--- src/design/rv_decode_pkg.sv ---
// RV32I only; compressed, CSR and extension encodings are not decoded here and count as illegal
package rv_decode_pkg;

	// ------------------------------------------------------------------
	// Widths and PC constants
	// ------------------------------------------------------------------

	localparam int XLEN       = 32;
	localparam int REG_ADDR_W = 5;

	localparam logic [XLEN-1:0] RESET_VECTOR = 32'h0000_0080;

	// No 16-bit instructions, so the PC always moves by a full word
	localparam logic [XLEN-1:0] INSTR_STEP = 32'h0000_0004;

	// ------------------------------------------------------------------
	// Major opcodes, instruction bits 6:2
	// ------------------------------------------------------------------

	localparam logic [4:0] OPC_LOAD     = 5'b00000;
	localparam logic [4:0] OPC_MISC_MEM = 5'b00011;
	localparam logic [4:0] OPC_OP_IMM   = 5'b00100;
	localparam logic [4:0] OPC_AUIPC    = 5'b00101;
	localparam logic [4:0] OPC_STORE    = 5'b01000;
	localparam logic [4:0] OPC_OP       = 5'b01100;
	localparam logic [4:0] OPC_LUI      = 5'b01101;
	localparam logic [4:0] OPC_BRANCH   = 5'b11000;
	localparam logic [4:0] OPC_JALR     = 5'b11001;
	localparam logic [4:0] OPC_JAL      = 5'b11011;

	// ------------------------------------------------------------------
	// Execute controls
	// ------------------------------------------------------------------

	// Gaps in the ALU encoding belong to operations this core lacks
	typedef enum logic [3:0] {
		ALUOP_ADD = 4'h0,
		ALUOP_SUB = 4'h1,
		ALUOP_LT  = 4'h2,
		ALUOP_LTU = 4'h4,
		ALUOP_AND = 4'h6,
		ALUOP_OR  = 4'h7,
		ALUOP_XOR = 4'h8,
		ALUOP_SRL = 4'h9,
		ALUOP_SRA = 4'ha,
		ALUOP_SLL = 4'hb,
		ALUOP_RS2 = 4'hd
	} aluop_t;

	typedef enum logic {
		ALUSRCA_RS1 = 1'b0,
		ALUSRCA_PC  = 1'b1
	} alusrc_a_t;

	typedef enum logic {
		ALUSRCB_RS2 = 1'b0,
		ALUSRCB_IMM = 1'b1
	} alusrc_b_t;

	// Loads first, then stores, with NONE parked at the top
	typedef enum logic [3:0] {
		MEMOP_LW   = 4'h0,
		MEMOP_LH   = 4'h1,
		MEMOP_LB   = 4'h2,
		MEMOP_LHU  = 4'h3,
		MEMOP_LBU  = 4'h4,
		MEMOP_SW   = 4'h5,
		MEMOP_SH   = 4'h6,
		MEMOP_SB   = 4'h7,
		MEMOP_NONE = 4'hf
	} memop_t;

	// Condition on the ALU result that makes execute take the jump
	typedef enum logic [1:0] {
		BCOND_NEVER  = 2'h0,
		BCOND_ALWAYS = 2'h1,
		BCOND_ZERO   = 2'h2,
		BCOND_NZERO  = 2'h3
	} bcond_t;

	typedef enum logic [1:0] {
		EXCEPT_NONE          = 2'h0,
		EXCEPT_INSTR_FAULT   = 2'h1,
		EXCEPT_INSTR_ILLEGAL = 2'h2
	} except_t;

endpackage
--- src/design/rv_decode.sv ---
// Decode stage for 32-bit-only RV32I; fetch must present both CIR halfwords before an instruction is consumed
module rv_decode (
	input  logic                                 clk,
	input  logic                                 rst_n,

	// Fetch interface
	input  logic [31:0]                          fd_cir_i,
	input  logic [1:0]                           fd_cir_vld_i,
	input  logic [1:0]                           fd_cir_err_i,
	output logic [1:0]                           df_cir_use_o,
	output logic                                 df_cir_lock_o,

	// Jump and stall control
	input  logic                                 x_stall_i,
	input  logic                                 f_jump_now_i,
	input  logic [rv_decode_pkg::XLEN-1:0]       f_jump_target_i,
	input  logic                                 x_jump_not_except_i,

	// Controls towards execute
	output logic [rv_decode_pkg::XLEN-1:0]       d_pc_o,
	output logic                                 d_starved_o,
	output logic [rv_decode_pkg::REG_ADDR_W-1:0] d_rs1_o,
	output logic [rv_decode_pkg::REG_ADDR_W-1:0] d_rs2_o,
	output logic [rv_decode_pkg::REG_ADDR_W-1:0] d_rd_o,
	output logic [rv_decode_pkg::XLEN-1:0]       d_imm_o,
	output rv_decode_pkg::alusrc_a_t             d_alusrc_a_o,
	output rv_decode_pkg::alusrc_b_t             d_alusrc_b_o,
	output rv_decode_pkg::aluop_t                d_aluop_o,
	output rv_decode_pkg::memop_t                d_memop_o,
	output rv_decode_pkg::bcond_t                d_branchcond_o,
	output logic                                 d_addr_is_regoffs_o,
	output rv_decode_pkg::except_t               d_except_o,
	output logic [rv_decode_pkg::XLEN-1:0]       d_addr_offs_o
);

	logic                           lock_prev;
	logic [rv_decode_pkg::XLEN-1:0] imm_i;
	logic [rv_decode_pkg::XLEN-1:0] imm_s;
	logic [rv_decode_pkg::XLEN-1:0] imm_b;
	logic [rv_decode_pkg::XLEN-1:0] imm_u;
	logic [rv_decode_pkg::XLEN-1:0] imm_j;

	rv_pc_cir_ctrl u_pc_cir_ctrl (
		.clk                 (clk),
		.rst_n               (rst_n),
		.fd_cir_vld_i        (fd_cir_vld_i),
		.x_stall_i           (x_stall_i),
		.f_jump_now_i        (f_jump_now_i),
		.f_jump_target_i     (f_jump_target_i),
		.x_jump_not_except_i (x_jump_not_except_i),
		.starved_o           (d_starved_o),
		.cir_use_o           (df_cir_use_o),
		.cir_lock_o          (df_cir_lock_o),
		.lock_prev_o         (lock_prev),
		.pc_o                (d_pc_o)
	);

	rv_imm_gen u_imm_gen (
		.instr_i     (fd_cir_i),
		.imm_i_o     (imm_i),
		.imm_s_o     (imm_s),
		.imm_b_o     (imm_b),
		.imm_u_o     (imm_u),
		.imm_j_o     (imm_j),
		.addr_offs_o (d_addr_offs_o)
	);

	rv_instr_decode u_instr_decode (
		.instr_i           (fd_cir_i),
		.fd_cir_vld_i      (fd_cir_vld_i),
		.fd_cir_err_i      (fd_cir_err_i),
		.starved_i         (d_starved_o),
		.lock_prev_i       (lock_prev),
		.imm_i_i           (imm_i),
		.imm_s_i           (imm_s),
		.imm_b_i           (imm_b),
		.imm_u_i           (imm_u),
		.imm_j_i           (imm_j),
		.rs1_o             (d_rs1_o),
		.rs2_o             (d_rs2_o),
		.rd_o              (d_rd_o),
		.imm_o             (d_imm_o),
		.alusrc_a_o        (d_alusrc_a_o),
		.alusrc_b_o        (d_alusrc_b_o),
		.aluop_o           (d_aluop_o),
		.memop_o           (d_memop_o),
		.branchcond_o      (d_branchcond_o),
		.addr_is_regoffs_o (d_addr_is_regoffs_o),
		.except_o          (d_except_o)
	);

endmodule

--- src/design/rv_instr_decode.sv ---
// RV32I base set only; anything outside it, including 16-bit encodings, decodes as illegal
module rv_instr_decode (
	input  logic [31:0]                          instr_i,
	input  logic [1:0]                           fd_cir_vld_i,
	input  logic [1:0]                           fd_cir_err_i,
	input  logic                                 starved_i,
	input  logic                                 lock_prev_i,
	input  logic [rv_decode_pkg::XLEN-1:0]       imm_i_i,
	input  logic [rv_decode_pkg::XLEN-1:0]       imm_s_i,
	input  logic [rv_decode_pkg::XLEN-1:0]       imm_b_i,
	input  logic [rv_decode_pkg::XLEN-1:0]       imm_u_i,
	input  logic [rv_decode_pkg::XLEN-1:0]       imm_j_i,
	output logic [rv_decode_pkg::REG_ADDR_W-1:0] rs1_o,
	output logic [rv_decode_pkg::REG_ADDR_W-1:0] rs2_o,
	output logic [rv_decode_pkg::REG_ADDR_W-1:0] rd_o,
	output logic [rv_decode_pkg::XLEN-1:0]       imm_o,
	output rv_decode_pkg::alusrc_a_t             alusrc_a_o,
	output rv_decode_pkg::alusrc_b_t             alusrc_b_o,
	output rv_decode_pkg::aluop_t                aluop_o,
	output rv_decode_pkg::memop_t                memop_o,
	output rv_decode_pkg::bcond_t                branchcond_o,
	output logic                                 addr_is_regoffs_o,
	output rv_decode_pkg::except_t               except_o
);

	logic [4:0]                     opc;
	logic [2:0]                     funct3;
	logic                           f7_zero;
	logic                           f7_alt;
	logic                           bus_fault;
	logic                           bad_enc;
	logic                           invalid;
	logic [rv_decode_pkg::XLEN-1:0] fmt_imm;

	// Shared by register and immediate ALU ops, alt picks SUB or SRA
	function automatic rv_decode_pkg::aluop_t alu_from_f3(input logic [2:0] f3, input logic alt);
		case (f3)
			3'b000:  return alt ? rv_decode_pkg::ALUOP_SUB : rv_decode_pkg::ALUOP_ADD;
			3'b001:  return rv_decode_pkg::ALUOP_SLL;
			3'b010:  return rv_decode_pkg::ALUOP_LT;
			3'b011:  return rv_decode_pkg::ALUOP_LTU;
			3'b100:  return rv_decode_pkg::ALUOP_XOR;
			3'b101:  return alt ? rv_decode_pkg::ALUOP_SRA : rv_decode_pkg::ALUOP_SRL;
			3'b110:  return rv_decode_pkg::ALUOP_OR;
			default: return rv_decode_pkg::ALUOP_AND;
		endcase
	endfunction

	assign opc     = instr_i[6:2];
	assign funct3  = instr_i[14:12];
	assign f7_zero = instr_i[31:25] == 7'h00;
	assign f7_alt  = instr_i[31:25] == 7'h20;

	// Fetch errors count only for halfwords that are actually valid
	assign bus_fault = (fd_cir_vld_i > 2'd0 && fd_cir_err_i[0]) ||
		(fd_cir_vld_i > 2'd1 && fd_cir_err_i[1]);

	assign invalid = bad_enc || instr_i[1:0] != 2'b11;

	// ------------------------------------------------------------------
	// Immediate of the instruction format
	// ------------------------------------------------------------------

	// Jumps replace this with the link step further down
	always_comb begin
		case (opc)
			rv_decode_pkg::OPC_STORE:  fmt_imm = imm_s_i;
			rv_decode_pkg::OPC_BRANCH: fmt_imm = imm_b_i;
			rv_decode_pkg::OPC_LUI:    fmt_imm = imm_u_i;
			rv_decode_pkg::OPC_AUIPC:  fmt_imm = imm_u_i;
			rv_decode_pkg::OPC_JAL:    fmt_imm = imm_j_i;
			default:                   fmt_imm = imm_i_i;
		endcase
	end

	// ------------------------------------------------------------------
	// Execute controls
	// ------------------------------------------------------------------

	always_comb begin
		rs1_o             = instr_i[19:15];
		rs2_o             = instr_i[24:20];
		rd_o              = instr_i[11:7];
		imm_o             = fmt_imm;
		alusrc_a_o        = rv_decode_pkg::ALUSRCA_RS1;
		alusrc_b_o        = rv_decode_pkg::ALUSRCB_RS2;
		aluop_o           = rv_decode_pkg::ALUOP_ADD;
		memop_o           = rv_decode_pkg::MEMOP_NONE;
		branchcond_o      = rv_decode_pkg::BCOND_NEVER;
		addr_is_regoffs_o = 1'b0;
		except_o          = rv_decode_pkg::EXCEPT_NONE;
		bad_enc           = 1'b0;

		case (opc)
			rv_decode_pkg::OPC_OP: begin
				aluop_o = alu_from_f3(funct3, f7_alt);
				bad_enc = !(f7_zero || (f7_alt && (funct3 == 3'b000 || funct3 == 3'b101)));
			end
			rv_decode_pkg::OPC_OP_IMM: begin
				rs2_o      = '0;
				alusrc_b_o = rv_decode_pkg::ALUSRCB_IMM;
				aluop_o    = alu_from_f3(funct3, funct3 == 3'b101 && f7_alt);
				// Shift amounts leave only funct7 in the upper bits
				bad_enc    = funct3[1:0] == 2'b01 && !(f7_zero || (f7_alt && funct3[2]));
			end
			rv_decode_pkg::OPC_LUI: begin
				rs1_o      = '0;
				rs2_o      = '0;
				alusrc_b_o = rv_decode_pkg::ALUSRCB_IMM;
				aluop_o    = rv_decode_pkg::ALUOP_RS2;
			end
			rv_decode_pkg::OPC_AUIPC: begin
				rs1_o      = '0;
				rs2_o      = '0;
				alusrc_a_o = rv_decode_pkg::ALUSRCA_PC;
				alusrc_b_o = rv_decode_pkg::ALUSRCB_IMM;
			end
			rv_decode_pkg::OPC_LOAD: begin
				rs2_o             = '0;
				addr_is_regoffs_o = 1'b1;
				case (funct3)
					3'b000:  memop_o = rv_decode_pkg::MEMOP_LB;
					3'b001:  memop_o = rv_decode_pkg::MEMOP_LH;
					3'b010:  memop_o = rv_decode_pkg::MEMOP_LW;
					3'b100:  memop_o = rv_decode_pkg::MEMOP_LBU;
					3'b101:  memop_o = rv_decode_pkg::MEMOP_LHU;
					default: bad_enc = 1'b1;
				endcase
			end
			rv_decode_pkg::OPC_STORE: begin
				rd_o              = '0;
				aluop_o           = rv_decode_pkg::ALUOP_RS2;
				addr_is_regoffs_o = 1'b1;
				case (funct3)
					3'b000:  memop_o = rv_decode_pkg::MEMOP_SB;
					3'b001:  memop_o = rv_decode_pkg::MEMOP_SH;
					3'b010:  memop_o = rv_decode_pkg::MEMOP_SW;
					default: bad_enc = 1'b1;
				endcase
			end
			rv_decode_pkg::OPC_BRANCH: begin
				rd_o = '0;
				// BNE, BLT and BLTU take the branch on a nonzero result
				branchcond_o = (funct3[0] ^ funct3[2]) ? rv_decode_pkg::BCOND_NZERO :
					rv_decode_pkg::BCOND_ZERO;
				case (funct3[2:1])
					2'b00:   aluop_o = rv_decode_pkg::ALUOP_SUB;
					2'b10:   aluop_o = rv_decode_pkg::ALUOP_LT;
					2'b11:   aluop_o = rv_decode_pkg::ALUOP_LTU;
					default: bad_enc = 1'b1;
				endcase
			end
			rv_decode_pkg::OPC_JAL: begin
				rs1_o        = '0;
				rs2_o        = '0;
				imm_o        = rv_decode_pkg::INSTR_STEP;
				alusrc_a_o   = rv_decode_pkg::ALUSRCA_PC;
				alusrc_b_o   = rv_decode_pkg::ALUSRCB_IMM;
				branchcond_o = rv_decode_pkg::BCOND_ALWAYS;
			end
			rv_decode_pkg::OPC_JALR: begin
				rs2_o             = '0;
				imm_o             = rv_decode_pkg::INSTR_STEP;
				alusrc_a_o        = rv_decode_pkg::ALUSRCA_PC;
				alusrc_b_o        = rv_decode_pkg::ALUSRCB_IMM;
				branchcond_o      = rv_decode_pkg::BCOND_ALWAYS;
				addr_is_regoffs_o = 1'b1;
				bad_enc           = funct3 != 3'b000;
			end
			rv_decode_pkg::OPC_MISC_MEM: begin
				// FENCE is a no-op on this core, FENCE.I is not supported
				rs2_o   = '0;
				bad_enc = funct3 != 3'b000;
			end
			default: begin
				bad_enc = 1'b1;
			end
		endcase

		// Squash the slot so it has no side effects in execute
		if (invalid || starved_i || bus_fault) begin
			rs1_o        = '0;
			rs2_o        = '0;
			rd_o         = '0;
			memop_o      = rv_decode_pkg::MEMOP_NONE;
			branchcond_o = rv_decode_pkg::BCOND_NEVER;
			aluop_o      = rv_decode_pkg::ALUOP_ADD;
			except_o     = rv_decode_pkg::EXCEPT_NONE;
			if (bus_fault) begin
				except_o = rv_decode_pkg::EXCEPT_INSTR_FAULT;
			end else if (!starved_i) begin
				except_o = rv_decode_pkg::EXCEPT_INSTR_ILLEGAL;
			end
		end

		// The locked jump has already been issued once
		if (lock_prev_i) begin
			branchcond_o = rv_decode_pkg::BCOND_NEVER;
		end
	end

endmodule

--- src/design/rv_pc_cir_ctrl.sv ---
// Assumes fetch honours the lock and keeps the target stable while a locked jump waits for the stall to clear
module rv_pc_cir_ctrl (
	input  logic                           clk,
	input  logic                           rst_n,
	input  logic [1:0]                     fd_cir_vld_i,
	input  logic                           x_stall_i,
	input  logic                           f_jump_now_i,
	input  logic [rv_decode_pkg::XLEN-1:0] f_jump_target_i,
	input  logic                           x_jump_not_except_i,
	output logic                           starved_o,
	output logic [1:0]                     cir_use_o,
	output logic                           cir_lock_o,
	output logic                           lock_prev_o,
	output logic [rv_decode_pkg::XLEN-1:0] pc_o
);

	logic                           d_stall;
	logic                           assert_lock;
	logic                           release_lock;
	logic                           lock_prev_q;
	logic [rv_decode_pkg::XLEN-1:0] pc_q;

	// ------------------------------------------------------------------
	// Stall and consumption
	// ------------------------------------------------------------------

	// Every instruction needs both halfwords
	assign starved_o = fd_cir_vld_i < 2'd2;
	assign d_stall   = x_stall_i || starved_o;
	assign cir_use_o = d_stall ? 2'd0 : 2'd2;

	// ------------------------------------------------------------------
	// CIR lock
	// ------------------------------------------------------------------

	// A jump from this instruction while stalled must keep the CIR,
	// or incoming fetch data would lose the link and other side effects
	assign assert_lock  = f_jump_now_i && x_jump_not_except_i && d_stall;
	assign release_lock = !d_stall;
	assign cir_lock_o   = (lock_prev_q && !release_lock) || assert_lock;
	assign lock_prev_o  = lock_prev_q;

	always_ff @(posedge clk or negedge rst_n) begin
		if (!rst_n) begin
			lock_prev_q <= 1'b0;
		end else begin
			lock_prev_q <= cir_lock_o;
		end
	end

	// ------------------------------------------------------------------
	// Program counter
	// ------------------------------------------------------------------

	// A held lock releasing reuses the target mux, the jump is still pending
	always_ff @(posedge clk or negedge rst_n) begin
		if (!rst_n) begin
			pc_q <= rv_decode_pkg::RESET_VECTOR;
		end else if ((f_jump_now_i && !assert_lock) || (lock_prev_q && release_lock)) begin
			pc_q <= f_jump_target_i;
		end else if (!d_stall && !cir_lock_o) begin
			pc_q <= pc_q + rv_decode_pkg::INSTR_STEP;
		end
	end

	assign pc_o = pc_q;

endmodule

--- src/design/rv_imm_gen.sv ---
// Immediates are valid only for 32-bit encodings; the address offset is zero for non-memory, non-jump opcodes
module rv_imm_gen (
	input  logic [31:0]                    instr_i,
	output logic [rv_decode_pkg::XLEN-1:0] imm_i_o,
	output logic [rv_decode_pkg::XLEN-1:0] imm_s_o,
	output logic [rv_decode_pkg::XLEN-1:0] imm_b_o,
	output logic [rv_decode_pkg::XLEN-1:0] imm_u_o,
	output logic [rv_decode_pkg::XLEN-1:0] imm_j_o,
	output logic [rv_decode_pkg::XLEN-1:0] addr_offs_o
);

	// All formats take their sign from bit 31
	assign imm_i_o = {{21{instr_i[31]}}, instr_i[30:20]};
	assign imm_s_o = {{21{instr_i[31]}}, instr_i[30:25], instr_i[11:7]};
	assign imm_b_o = {{20{instr_i[31]}}, instr_i[7], instr_i[30:25], instr_i[11:8], 1'b0};
	assign imm_u_o = {instr_i[31:12], 12'h000};
	assign imm_j_o = {{12{instr_i[31]}}, instr_i[19:12], instr_i[20], instr_i[30:21], 1'b0};

	// Offset added to PC or rs1 by the address adder
	always_comb begin
		case (instr_i[6:2])
			rv_decode_pkg::OPC_JAL:    addr_offs_o = imm_j_o;
			rv_decode_pkg::OPC_BRANCH: addr_offs_o = imm_b_o;
			rv_decode_pkg::OPC_STORE:  addr_offs_o = imm_s_o;
			rv_decode_pkg::OPC_JALR:   addr_offs_o = imm_i_o;
			rv_decode_pkg::OPC_LOAD:   addr_offs_o = imm_i_o;
			default:                   addr_offs_o = '0;
		endcase
	end

endmodule

--- config.mk ---
export PLATFORM = sky130hd
export DESIGN_NAME = rv_decode
export DESIGN_NICKNAME = d
export VERILOG_FILES = /design/src/design/rv_decode_pkg.sv /design/src/design/rv_decode.sv /design/src/design/rv_instr_decode.sv /design/src/design/rv_pc_cir_ctrl.sv /design/src/design/rv_imm_gen.sv
export SDC_FILE = /design/constraint.sdc
export NUM_CORES = 1
export LEC_CHECK = 0
export BUFFER_PORTS_ARGS = -buffer_cell sky130_fd_sc_hd__buf_2
export CORE_MARGIN = 1
export CORE_UTILIZATION = 45
export DETAILED_ROUTE_END_ITERATION = 8
export PLACE_DENSITY = 0.82
export REMOVE_ABC_BUFFERS = 1
export SYNTH_ARGS = -nofsm -noshare
export SYNTH_HDL_FRONTEND = slang
export SYNTH_HIERARCHICAL = 1
export SYNTH_SLANG_ARGS = --single-unit
--- constraint.sdc ---
create_clock -name clk -period 3.57 [get_ports clk]
set_input_delay 1.071 -clock clk [delete_from_list [all_inputs] [get_ports clk]]
set_output_delay 1.071 -clock clk [all_outputs]
set_load 0.01 [all_outputs]
==> summary.txt <==
Hold path
  – Hold Path Sink: u_pc_cir_ctrl/pc_o[0]
  – Hold Path Stages: 2
  – Hold/Removal Path Class: register to register
  – Hold Path Origin: u_pc_cir_ctrl/pc_o[0]

Global route
  – Vias in the first global route: 4,968
  – Initial antenna violation count: 2
  – Total GRT Usage: 26.4%
  – Total grt overflow: 0
  – Pin count of the biggest net entering global routing: 50
  – First-pass GRT wire length: 25,000 um

Critical path
  – Largest delay share family, worst path: buffers and inverters
  – Slowest cell on crit path: nand4_4
  – Reg-to-Reg Start: u_pc_cir_ctrl/pc_o[2]
  – Crit Path Class: input pin to output pin
  – Worst path arrival time: 2.68 ns
  – Startpoint types: input pin
  – Crit path buf inv count: 4
  – CP endpoint kind: output pin
  – Crit path max fanout: 6
  – R2r setup slk: 1.60 ns
  – Worst Reg-to-Reg Cells: 6
  – R2R Path End: u_pc_cir_ctrl/pc_o[28]
  – Most Frequent Cell on Critical Path: buf_6
  – Max incr delay on CP: 0.26 ns
  – Critical Path RT: 2.50 ns
  – Critical path cell sequence: buf_6, inv_2, ha_4, a21oi_1, a31oi_4, nand4_4, buf_6, nor3_4, buf_2

STA
  – Final worst path period share: 105%
  – Count of pins over their slew limit: 0
  – Final worst setup slack: -0.178 ns
  – Fmax: 267 MHz
  – Max-slew headroom: 49.6%
  – Worst-Margin Slew: 0.757 ns
  – Fin. Hold Viols: 0
  – RSZ-0062 raised after global routing: true
  – Hold WS: 0.470 ns
  – Final setup vio count: 45
  – Clk_skew: 0.00449 ns
  – Fin crit period: 3.75 ns

Power
  – Psw: 0.783 mW
  – PwrDens: 269 mW/mm2
  – Internal: 1.13 mW
  – Peak supply drop: 0.000351 V
  – Clock network fraction of total power: 21.9%
  – Combinational Power Share: 50.0%
  – Seq pwr share: 28.2%
  – Leak: 3.38 nW
  – Sw frac: 40.8%

Floorplanning
  – Die area: 0.0119 mm2
  – Rows: 38
  – Die span in y: 109 um
  – # IOs: 203
  – Core ar.: 0.0110 mm2
  – Initial Util: 46.9%
  – Die Span X: 109 um

Job
  – Max_cap viols: 0

Clock network
  – Num CTS Buffers: 5
  – CTS Hold Bufs: 0
  – Clock Tree Buf Depth: 2
  – Worst-path clk slew: 0.05 ns
  – Worst-skew pair later-pin latency: 0.28 ns
  – Root buf cell: clkbuf_16
  – CTS sink count: 33
  – H-tree levels: 2
  – CTS tree: built

Detailed routing
  – Drt first-iter violations: 651
  – Drt via density: 6.28
  – Routed len/inst: 20.4 um
  – Via count: 6,219
  – Pre-Repair DR Iteration Count: 7
  – WL final: 20,200 um
  – Routed Antenna Nets: 0
  – Drt drc: 0

Run status
  – Run status: finished with violations
  – Failing checks: negative setup slack

Logic synthesis
  – Synthesized area per cell: 7.30 um2
  – Synth warnings: 6
  – Gate Count Post-Synth: 708
  – Post-Syn Area: 0.00517 mm2

Placed design
  – GP Congestion: 0.959
  – Placed Area: 0.00571 mm2
  – Detail Placement HPWL: 11,500 um
  – Port bufs: 201

Cells and area
  – Multi-input logic area: 0.00374 mm2
  – Commonest cells after routing, fill and taps aside: buf_2, nor2_1, buf_4
  – Final nets: 923
  – Register area: 827 um2
  – Final Cell Area: 0.00714 mm2
  – Share of cells above drive strength 1: 51.7%
  – Most common cell after layout, fill and taps aside: buf_2
  – Fill count: 785
  – Syn-to-layout area delta: 38.1%
-- cell type report --
class                           instances  area share, %
Multi-Input combinational cell        488           52.4
Timing Repair Buffer                  308           30.9
Sequential cell                        33           11.6
Tap cell                              140           2.45
Clock buffer                            5           1.75
Inverter                               12          0.666
Clock inverter                          3          0.245
Antenna cell                            2         0.0701
-- layer usage --
metal	vias to the layer above	global-route usage (%)	part of all wire [%]
li1	2714	-	-
met3	139	3.65	11
met4	0	13.2	7.1
met5	-	0	0
met2	548	45.9	47
met1	2818	31.7	35
-- registers in the layout (all words and copies together), names as in the netlist --
name and flops:
u_pc_cir_ctrl/lock_prev_o 1, u_pc_cir_ctrl/pc_o 32
-- metrics by stage --
step,util (%),power (mW),instances,worst slack [ns],TNS [ns]
finish,64.7,1.92,991,-0.178,-3.87
global route,64.7,2.01,991,-0.280,-5.63
CTS,57.2,1.77,970,-0.108,-1.10
detailed placement,51.8,1.29,947,-0.206,-6.70
global placement,51.8,1.28,947,-0.231,-5.19
floorplan,-,0.915,533,-0.591,-18.83
-- how the worst max path moves through the flow --
stage / start / end / slack (ns) / depth (start not counted)
floorplan: fd_cir_i[3] / d_imm_o[0] / -0.59 / 5
global placement: fd_cir_i[26] / d_branchcond_o[0] / -0.23 / 8
detailed placement: fd_cir_i[26] / d_branchcond_o[0] / -0.21 / 8
CTS: fd_cir_i[6] / d_rs1_o[3] / -0.11 / 8
global route: fd_cir_i[6] / d_except_o[1] / -0.28 / 8
finish: fd_cir_i[12] / d_aluop_o[0] / -0.18 / 9
-- power groups by stage --
stage / combinational, mW / sequential, mW / clock [mW]
floorplan: 0.356 / 0.559 / 0
global placement: 0.742 / 0.539 / 0
detailed placement: 0.749 / 0.543 / 0
CTS: 0.810 / 0.539 / 0.423
global route: 1.02 / 0.554 / 0.436
finish: 0.958 / 0.540 / 0.419
-- tightest hold or removal path, delay by kind of cell (launching register included) --
family	cells	cell delay [ns]
flops	1	0.34
simple gates	2	0.10
-- timing repair --
| action | 4_1_cts | 5_1_grt |
|---|---|---|
| pin swaps | 16 | 45 |
| setup buffers | 12 | 15 |
| gates cloned | 3 | 4 |
| endpoints found under the setup margin | 66 | 61 |
| gates resized for setup | 55 | 120 |
Power figures use the tool's default switching activity.
